===== src/common/isa_pkg.sv =====
`default_nettype none

package isa_pkg;

	// basic machine types
	typedef logic [4:0]  reg_addr_t;
	typedef logic [31:0] word_t;

	// register format: and, addu, sll ...
	typedef struct packed {
		logic [5:0] op;
		reg_addr_t  rs;
		reg_addr_t  rt;
		reg_addr_t  rd;
		logic [4:0] shamt;
		logic [5:0] funct;
	} r_fields_t;

	// immediate format: ori, addiu, lui ...
	typedef struct packed {
		logic [5:0]  op;
		reg_addr_t   rs;
		reg_addr_t   rt;
		logic [15:0] imm16;
	} i_fields_t;

	// one fetched word, read as either format
	typedef union packed {
		r_fields_t r_fields;
		i_fields_t i_fields;
	} inst_u;

	// primary opcodes
	localparam logic [5:0] OP_SPECIAL = 6'b000000;	// R-type, see funct
	localparam logic [5:0] OP_ADDI    = 6'b001000;
	localparam logic [5:0] OP_ADDIU   = 6'b001001;
	localparam logic [5:0] OP_SLTI    = 6'b001010;
	localparam logic [5:0] OP_SLTIU   = 6'b001011;
	localparam logic [5:0] OP_ANDI    = 6'b001100;
	localparam logic [5:0] OP_ORI     = 6'b001101;
	localparam logic [5:0] OP_XORI    = 6'b001110;
	localparam logic [5:0] OP_LUI     = 6'b001111;

	// funct codes under OP_SPECIAL
	// logic
	localparam logic [5:0] FN_AND  = 6'b100100;
	localparam logic [5:0] FN_OR   = 6'b100101;
	localparam logic [5:0] FN_XOR  = 6'b100110;
	localparam logic [5:0] FN_NOR  = 6'b100111;

	// shift by shamt
	localparam logic [5:0] FN_SLL  = 6'b000000;
	localparam logic [5:0] FN_SRL  = 6'b000010;
	localparam logic [5:0] FN_SRA  = 6'b000011;

	// shift by rs
	localparam logic [5:0] FN_SLLV = 6'b000100;
	localparam logic [5:0] FN_SRLV = 6'b000110;
	localparam logic [5:0] FN_SRAV = 6'b000111;

	// arithmetic and compare
	localparam logic [5:0] FN_ADD  = 6'b100000;
	localparam logic [5:0] FN_ADDU = 6'b100001;
	localparam logic [5:0] FN_SUB  = 6'b100010;
	localparam logic [5:0] FN_SUBU = 6'b100011;
	localparam logic [5:0] FN_SLT  = 6'b101010;
	localparam logic [5:0] FN_SLTU = 6'b101011;

endpackage

`default_nettype wire

===== src/common/pipe_pkg.sv =====
`default_nettype none

package pipe_pkg;

	localparam int ALUSEL_W = 3;
	localparam int ALUOP_W  = 8;

	// operation class, picks the result path in execute
	localparam logic [ALUSEL_W-1:0] SEL_NOP   = 3'b000;
	localparam logic [ALUSEL_W-1:0] SEL_LOGIC = 3'b001;
	localparam logic [ALUSEL_W-1:0] SEL_SHIFT = 3'b010;
	localparam logic [ALUSEL_W-1:0] SEL_ARITH = 3'b100;

	// sub-operations
	localparam logic [ALUOP_W-1:0] OP_NOP   = 8'b00000000;
	localparam logic [ALUOP_W-1:0] OP_AND   = 8'b00100100;
	localparam logic [ALUOP_W-1:0] OP_OR    = 8'b00100101;
	localparam logic [ALUOP_W-1:0] OP_XOR   = 8'b00100110;
	localparam logic [ALUOP_W-1:0] OP_NOR   = 8'b00100111;
	localparam logic [ALUOP_W-1:0] OP_SLL   = 8'b01111100;
	localparam logic [ALUOP_W-1:0] OP_SRL   = 8'b00000010;
	localparam logic [ALUOP_W-1:0] OP_SRA   = 8'b00000011;
	localparam logic [ALUOP_W-1:0] OP_ADD   = 8'b00100000;
	localparam logic [ALUOP_W-1:0] OP_ADDU  = 8'b00100001;
	localparam logic [ALUOP_W-1:0] OP_SUB   = 8'b00100010;
	localparam logic [ALUOP_W-1:0] OP_SUBU  = 8'b00100011;
	localparam logic [ALUOP_W-1:0] OP_SLT   = 8'b00101010;
	localparam logic [ALUOP_W-1:0] OP_SLTU  = 8'b00101011;
	localparam logic [ALUOP_W-1:0] OP_ADDI  = 8'b01010101;
	localparam logic [ALUOP_W-1:0] OP_ADDIU = 8'b01010110;
	localparam logic [ALUOP_W-1:0] OP_SLTI  = 8'b01010111;
	localparam logic [ALUOP_W-1:0] OP_SLTIU = 8'b01011000;

	typedef struct packed {
		logic              re;
		isa_pkg::reg_addr_t addr;
	} rf_req_t;

	// result a later stage is about to write back
	typedef struct packed {
		logic               we;
		isa_pkg::reg_addr_t wd;
		isa_pkg::word_t     wdata;
	} wb_fwd_t;

	typedef struct packed {
		logic                valid;
		logic                illegal;
		logic [ALUSEL_W-1:0] alusel;
		logic [ALUOP_W-1:0]  aluop;
		logic                wreg;	// write rd/rt after execute
		isa_pkg::reg_addr_t  wd;
		isa_pkg::word_t      reg1;
		isa_pkg::word_t      reg2;
		isa_pkg::word_t      pc;
	} id_ex_t;

endpackage

`default_nettype wire


===== src/decode/id_stage.sv =====
`timescale 1ns/100ps
`default_nettype none

module id_stage (
	input  wire logic         clk,
	input  wire logic         rst_n_i,
	input  wire logic         inst_valid_i,
	input  isa_pkg::word_t    pc_i,
	input  isa_pkg::inst_u    inst_i,
	input  wire logic         stall_i,
	input  pipe_pkg::wb_fwd_t ex_fwd_i,
	input  pipe_pkg::wb_fwd_t mem_fwd_i,
	input  isa_pkg::word_t    rf1_data_i,
	input  isa_pkg::word_t    rf2_data_i,
	output pipe_pkg::rf_req_t rf1_req_o,
	output pipe_pkg::rf_req_t rf2_req_o,
	output pipe_pkg::id_ex_t  id_ex_o
);
	import isa_pkg::*;
	import pipe_pkg::*;

	id_ex_t dec;	// control half of the bundle
	id_ex_t id_next;
	word_t  imm;
	word_t  op1;
	word_t  op2;

	inst_decoder u_dec (
		.inst_valid_i (inst_valid_i),
		.inst_i       (inst_i),
		.rf1_req_o    (rf1_req_o),
		.rf2_req_o    (rf2_req_o),
		.imm_o        (imm),
		.dec_o        (dec)
	);

	operand_mux u_op1 (
		.req_i     (rf1_req_o),
		.rf_data_i (rf1_data_i),
		.ex_fwd_i  (ex_fwd_i),
		.mem_fwd_i (mem_fwd_i),
		.imm_i     (imm),
		.operand_o (op1)
	);

	operand_mux u_op2 (
		.req_i     (rf2_req_o),
		.rf_data_i (rf2_data_i),
		.ex_fwd_i  (ex_fwd_i),
		.mem_fwd_i (mem_fwd_i),
		.imm_i     (imm),
		.operand_o (op2)
	);

	// merge operands and pc into the decoded bundle
	always_comb begin
		id_next      = dec;
		id_next.reg1 = op1;
		id_next.reg2 = op2;
		id_next.pc   = pc_i;
	end

	id_ex_reg u_id_ex (
		.clk     (clk),
		.rst_n_i (rst_n_i),
		.stall_i (stall_i),
		.next_i  (id_next),
		.id_ex_o (id_ex_o)
	);

endmodule

`default_nettype wire


===== src/hdl/id_ex_reg.sv =====
`timescale 1ns/100ps
`default_nettype none

module id_ex_reg (
	input  wire logic        clk,
	input  wire logic        rst_n_i,
	input  wire logic        stall_i,
	input  pipe_pkg::id_ex_t next_i,
	output pipe_pkg::id_ex_t id_ex_o
);
	import pipe_pkg::*;

	always_ff @(posedge clk) begin
		if (!rst_n_i) begin
			id_ex_o        <= '0;	// bubble
			id_ex_o.alusel <= SEL_NOP;
			id_ex_o.aluop  <= OP_NOP;
		end else if (!stall_i) begin
			// an idle slot arrives here already as a NOP bundle
			id_ex_o <= next_i;
		end
	end

	// execute holds its inputs while the stage is frozen
	assert property (@(posedge clk) disable iff (!rst_n_i)
		stall_i |=> $stable(id_ex_o))
		else $error("id_ex_o changed during stall");

	// decoder must never let an undefined opcode write back
	assert property (@(posedge clk) disable iff (!rst_n_i)
		id_ex_o.illegal |-> !id_ex_o.wreg)
		else $error("illegal instruction with wreg set");

	// a bubble carries no operation
	assert property (@(posedge clk) disable iff (!rst_n_i)
		!id_ex_o.valid |-> (id_ex_o.aluop == OP_NOP && !id_ex_o.wreg))
		else $error("invalid entry carries an operation");

endmodule

`default_nettype wire


===== src/decode/operand_mux.sv =====
`timescale 1ns/100ps
`default_nettype none

module operand_mux (
	input  pipe_pkg::rf_req_t req_i,
	input  isa_pkg::word_t    rf_data_i,
	input  pipe_pkg::wb_fwd_t ex_fwd_i,
	input  pipe_pkg::wb_fwd_t mem_fwd_i,
	input  isa_pkg::word_t    imm_i,
	output isa_pkg::word_t    operand_o
);

	logic ex_hit;
	logic mem_hit;

	// no special case for $0, a later write to it still forwards
	assign ex_hit  = ex_fwd_i.we  && (ex_fwd_i.wd  == req_i.addr);
	assign mem_hit = mem_fwd_i.we && (mem_fwd_i.wd == req_i.addr);

	always_comb begin
		if (!req_i.re)
			operand_o = imm_i;	// port not read, immediate/shamt
		else if (ex_hit)
			operand_o = ex_fwd_i.wdata;	// youngest result wins
		else if (mem_hit)
			operand_o = mem_fwd_i.wdata;
		else
			operand_o = rf_data_i;
	end

endmodule

`default_nettype wire


===== src/decode/inst_decoder.sv =====
`timescale 1ns/100ps
`default_nettype none

module inst_decoder (
	input  wire logic       inst_valid_i,
	input  isa_pkg::inst_u  inst_i,
	output pipe_pkg::rf_req_t rf1_req_o,
	output pipe_pkg::rf_req_t rf2_req_o,
	output isa_pkg::word_t  imm_o,
	output pipe_pkg::id_ex_t dec_o
);
	import isa_pkg::*;
	import pipe_pkg::*;

	// opcode and sub-op names overlap for the I-type arithmetic forms,
	// so those are always written with their package prefix

	logic [ALUSEL_W-1:0] sel;
	logic [ALUOP_W-1:0]  op;
	logic                known;
	logic                re1;
	logic                re2;
	reg_addr_t           wd;
	word_t               imm;
	logic [15:0]         imm16;

	assign imm16 = inst_i.i_fields.imm16;

	always_comb begin
		sel   = SEL_NOP;
		op    = OP_NOP;
		known = 1'b0;
		re1   = 1'b0;
		re2   = 1'b0;
		wd    = inst_i.i_fields.rt;	// I-type destination by default
		imm   = '0;

		case (inst_i.r_fields.op)
			OP_SPECIAL: begin
				known = 1'b1;
				re1   = 1'b1;
				re2   = 1'b1;
				wd    = inst_i.r_fields.rd;
				case (inst_i.r_fields.funct)
					FN_AND:  begin sel = SEL_LOGIC; op = OP_AND;  end
					FN_OR:   begin sel = SEL_LOGIC; op = OP_OR;   end
					FN_XOR:  begin sel = SEL_LOGIC; op = OP_XOR;  end
					FN_NOR:  begin sel = SEL_LOGIC; op = OP_NOR;  end
					FN_SLLV: begin sel = SEL_SHIFT; op = OP_SLL;  end
					FN_SRLV: begin sel = SEL_SHIFT; op = OP_SRL;  end
					FN_SRAV: begin sel = SEL_SHIFT; op = OP_SRA;  end
					FN_ADD:  begin sel = SEL_ARITH; op = OP_ADD;  end
					FN_ADDU: begin sel = SEL_ARITH; op = OP_ADDU; end
					FN_SUB:  begin sel = SEL_ARITH; op = OP_SUB;  end
					FN_SUBU: begin sel = SEL_ARITH; op = OP_SUBU; end
					FN_SLT:  begin sel = SEL_ARITH; op = OP_SLT;  end
					FN_SLTU: begin sel = SEL_ARITH; op = OP_SLTU; end
					FN_SLL, FN_SRL, FN_SRA: begin
						// shift amount comes from the word, not port 1
						sel = SEL_SHIFT;
						re1 = 1'b0;
						imm = {27'd0, inst_i.r_fields.shamt};
						if (inst_i.r_fields.funct == FN_SLL)
							op = OP_SLL;
						else if (inst_i.r_fields.funct == FN_SRL)
							op = OP_SRL;
						else
							op = OP_SRA;
					end
					default: known = 1'b0;
				endcase
			end
			isa_pkg::OP_ANDI: begin
				sel = SEL_LOGIC;
				op  = OP_AND;
				imm = {16'h0000, imm16};	// zero-extend
			end
			isa_pkg::OP_ORI: begin
				sel = SEL_LOGIC;
				op  = OP_OR;
				imm = {16'h0000, imm16};
			end
			isa_pkg::OP_XORI: begin
				sel = SEL_LOGIC;
				op  = OP_XOR;
				imm = {16'h0000, imm16};
			end
			isa_pkg::OP_LUI: begin
				sel = SEL_LOGIC;
				op  = OP_OR;	// rs | (imm << 16), rs is $0 in real code
				imm = {imm16, 16'h0000};
			end
			isa_pkg::OP_ADDI: begin
				sel = SEL_ARITH;
				op  = pipe_pkg::OP_ADDI;
				imm = {{16{imm16[15]}}, imm16};	// sign-extend
			end
			isa_pkg::OP_ADDIU: begin
				sel = SEL_ARITH;
				op  = pipe_pkg::OP_ADDIU;
				imm = {{16{imm16[15]}}, imm16};
			end
			isa_pkg::OP_SLTI: begin
				sel = SEL_ARITH;
				op  = pipe_pkg::OP_SLTI;
				imm = {{16{imm16[15]}}, imm16};
			end
			isa_pkg::OP_SLTIU: begin
				sel = SEL_ARITH;
				op  = pipe_pkg::OP_SLTIU;
				imm = {{16{imm16[15]}}, imm16};
			end
			default: ;
		endcase

		// every I-type case above reads rs and takes the immediate on port 2
		if (inst_i.r_fields.op != OP_SPECIAL && sel != SEL_NOP) begin
			known = 1'b1;
			re1   = 1'b1;
			re2   = 1'b0;
		end
	end

	always_comb begin
		dec_o         = '0;
		dec_o.alusel  = SEL_NOP;
		dec_o.aluop   = OP_NOP;
		dec_o.valid   = inst_valid_i;
		dec_o.illegal = inst_valid_i && !known;
		dec_o.wd      = wd;
		if (inst_valid_i && known) begin
			dec_o.alusel = sel;
			dec_o.aluop  = op;
			dec_o.wreg   = 1'b1;
		end
	end

	assign rf1_req_o.re   = inst_valid_i && known && re1;
	assign rf1_req_o.addr = inst_i.r_fields.rs;
	assign rf2_req_o.re   = inst_valid_i && known && re2;
	assign rf2_req_o.addr = inst_i.r_fields.rt;
	assign imm_o          = imm;

	// an idle slot must not reach the register file
	always_comb begin
		assert (inst_valid_i || !(rf1_req_o.re || rf2_req_o.re))
			else $error("read request issued without a valid instruction");
	end

endmodule

`default_nettype wire


===== config.mk =====
export PLATFORM = sky130hd
export DESIGN_NAME = id_stage
export DESIGN_NICKNAME = d
export VERILOG_FILES = /design/src/common/isa_pkg.sv /design/src/common/pipe_pkg.sv /design/src/decode/id_stage.sv /design/src/hdl/id_ex_reg.sv /design/src/decode/operand_mux.sv /design/src/decode/inst_decoder.sv
export SDC_FILE = /design/constraint.sdc
export NUM_CORES = 1
export LEC_CHECK = 0
export BUFFER_PORTS_ARGS = -buffer_cell sky130_fd_sc_hd__buf_2
export CAP_MARGIN = 40
export CORE_ASPECT_RATIO = 0.8
export CORE_MARGIN = 5
export CORE_UTILIZATION = 47
export DETAILED_ROUTE_END_ITERATION = 16
export PLACE_DENSITY = 0.82
export SETUP_SLACK_MARGIN = 0.1
export SLEW_MARGIN = 15
export SYNTH_ARGS = -nofsm -noshare
export SYNTH_HDL_FRONTEND = slang
export SYNTH_SLANG_ARGS = --single-unit

===== constraint.sdc =====
create_clock -name clk -period 3 [get_ports clk]
set_clock_uncertainty 0.1 [all_clocks]
set_input_delay 0.6 -clock clk [delete_from_list [all_inputs] [get_ports clk]]
set_output_delay 0.6 -clock clk [all_outputs]
set_load 0.05 [all_outputs]

==> qor.txt <==
Outcome - completed
DRT Wirelength - 25440 um
Final instance area - 9004 um^2
IO Count - 335
CP max stage delay - 0.44 ns
Pre-CTS WS - 0.1471 ns
Worst slew pin tran - 0.8357 ns
Fillers - 1173
CTS Buffer Depth - 2
Startpoint Class - input port
CTS tree - yes
Final min period - 2.751 ns
Synth cell types - 57
FP Rows - 38
Fin crit share - 91.71%
Routed len/inst - 20.02 um
Slowest CP cell - or3_1
Share of layout cells above drive strength 1 - 41.38%
Cell taking the most area after synthesis - dfxtp_1
Overflow after GRT - 0
Core Region - 13740 um^2
Slew Limit Fails - 0
Die Width - 143.1 um
Placed cell area - 8412 um^2
Clock sink count - 113
Post-synthesis mux area share - 15.36%
Die Area - 16670 um^2
Area contributors post-synth - dfxtp_1 34%, mux2i_1 11%, o21ai_0 5.8%
Cell Area, Synth - 6663 um^2
Most common cell after layout, fill and taps aside - buf_2
Final setup fails - 0
RSZ-0062 raised after global routing - false
Initial DRC count - 749
Pwr/cell area - 506.6 nW/um^2
Post-synthesis cell count - 779
Regs by FF count - u_id_ex.id_ex_o x113
Top cell type's share of synthesized area - 33.95%
Antenna violation net count after detailed routing - 0
Leak - 4.287 nW
Drt drc - 0
Final setup TNS - 0 ns
CP Max Fanout - 4
Multi-input logic area - 4021 um^2
Synth warn - 0
FMAX - 363.5 MHz
Worst Path Required - 2.30 ns
Critical path type - in -> out
Mean post-synth cell area - 8.553 um^2
Num CTS Buffers - 17
Synth Area in Compound Gates - 26.18%
Post-CTS setup buffers - 0
Final Util - 65.53%
Clock Latency Late Sink - 0.40 ns
Largest family of logic cells by synthesized area - compound AO/OA/AOI/OAI gates
Tot GR Track Use - 29.18%
Post-synthesis sequential area ratio - 33.95%
Starting Density - 48.49%
RePlAce Congestion - 0.9203
Initial antenna violation count - 1
Final #Nets - 1285
Hpwl dp - 19480 um
Final setup margin - 0.2486 ns
IO buf count - 333
Ys async rst share - 0%
Vias in the first global route - 7004
Critical path capture point type - output port
Syn Nets - 987
Commonest non-fill, non-tap cells in the layout - 331 x buf_2, 113 x dfxtp_1, 77 x o21ai_0
Worst hold path type - in -> reg
Seq cells post-synth - 113
CP Cell Sequence - buf_2, nor4_4, nand2_2, or3_1, nor2_4, clkbuf_4
Synth Area in Adders - 0%
Slew headroom - 44.08%
Largest net degree at the start of global routing - 68
Syn-to-layout area delta - 35.14%
TritonRoute pass-1 iters - 5
Register name with the most flops - u_id_ex.id_ex_o
DR vias/cell - 5.703
Total vias in the final route - 7249
Global-route wire length before repair - 37950 um
Max reg flops - 113
Die H - 116.5 um
Final Hold Vio Count - 0
Max rail drop VDD - 0.3564 mV
XOR/XNOR Fraction of Synth Area - 2.761%
Buf/Inv on CP - 2
Storage cell area - 2262 um^2
H-tree depth - 4
Root buffer cell - clkbuf_16
Synth Area in Simple Gates - 15.72%
Worst Path Arrival - 2.05 ns
EDFF count, synth - 0
Max-Cap Viols - 0
Clk slew on worst S/H paths - 0.06 ns
Main flop type after synthesis - dfxtp_1
Largest delay share family, worst path - simple AND/OR/NAND/NOR gates
-- cell usage after synthesis (3+ instances only) --
master       n
mux2i_1     73
o21ai_0     77
nor2b_1     41
dfxtp_1    113
a211oi_2     7
nand2b_1    17
o21a_1      10
a21boi_0     6
o211ai_1    15
o211a_1      3
o2bb2ai_1    3
nor3_1      26
buf_2       12
buf_4       14
a22oi_1      7
nand3_1      7
a211oi_1    23
inv_1        7
a31oi_1      5
a21oi_1     47
mux2_2      26
buf_1        8
o21ai_1      8
nand2_1     51
nor2_1      25
and2_1       9
a21o_1      11
nor3b_1      5
clkbuf_1    44
xor2_1       9
o31ai_1      9
o221a_2     14
and3_1       3
xnor2_1     12
-- worst min-delay path, cell delays in order --
cell	delay [ns]
buf_2	0.08
mux2i_1	0.05
nor2b_1	0.09
-- routing by layer --
metal / part of all wire, % / vias to the layer above / wire, um / track usage [%]
met2: 48 / 398 / 12170 / 48.37
met5: 0.031 / - / 8 / 0
met3: 9.9 / 65 / 2530 / 7.982
li1: - / 3432 / - / -
met4: 2.7 / 2 / 698 / 9.563
met1: 39 / 3352 / 10030 / 37.09
-- metrics by stage --
step / cells / total power, mW / hold slack, ns
detailed placement: 1238 / 2.595 / 0.3695
floorplan: 779 / 2.254 / 0.5926
CTS: 1270 / 4.575 / 0.3378
global placement: 1238 / 2.579 / 0.3632
finish: 1271 / 4.561 / 0.3457
global route: 1270 / 4.719 / 0.3418
-- power by group --
part           leakage, nW  internal, mW  total, mW  switching (mW)
combinational         3.09         0.321      0.958           0.637
sequential           0.928          1.58       1.62          0.0395
clock                0.273          1.25       1.99           0.741
total                 4.29          3.14       4.56            1.42
-- final timing paths --
| kind | from | end | slack (ns) | cells after the start |
|---|---|---|---|---|
| setup / recovery | inst_i[29] | rf2_req_o[5] | 0.25 | 6 |
| hold / removal | pc_i[30] | u_id_ex.id_ex_o[30] | 0.35 | 3 |
| setup reg to reg | u_id_ex.id_ex_o[68] | u_id_ex.id_ex_o[68] | 1.98 | 3 |
| hold reg to reg | u_id_ex.id_ex_o[104] | u_id_ex.id_ex_o[104] | 0.37 | 2 |
-- layout make-up --
class / instances / share of cell area, %
tap: 180 / 2.501
sequential: 113 / 25.13
multi-input combinational: 580 / 44.66
antenna: 1 / 0.02779
clock buffer: 20 / 4.961
timing repair buffer: 358 / 20.93
inverter: 7 / 0.2918
clock inverter: 12 / 1.501
-- cells by family (layout without fill, tap and decap cells) --
| family | Yosys count | count (layout) |
|---|---|---|
| buf+inv | 86 | 397 |
| xor+xnor | 21 | 21 |
| compound gates | 260 | 260 |
| other cells | 1 | 2 |
| flops | 113 | 113 |
| simple gates | 199 | 199 |
| mux | 99 | 99 |
-- timing repair --
item                                    in CTS  in global routing
endpoints found under the setup margin       0                  1
gates resized for setup                      0                  2
hold buffers                                 0                  0
Note: power is estimated with default switching activity, not from simulation.
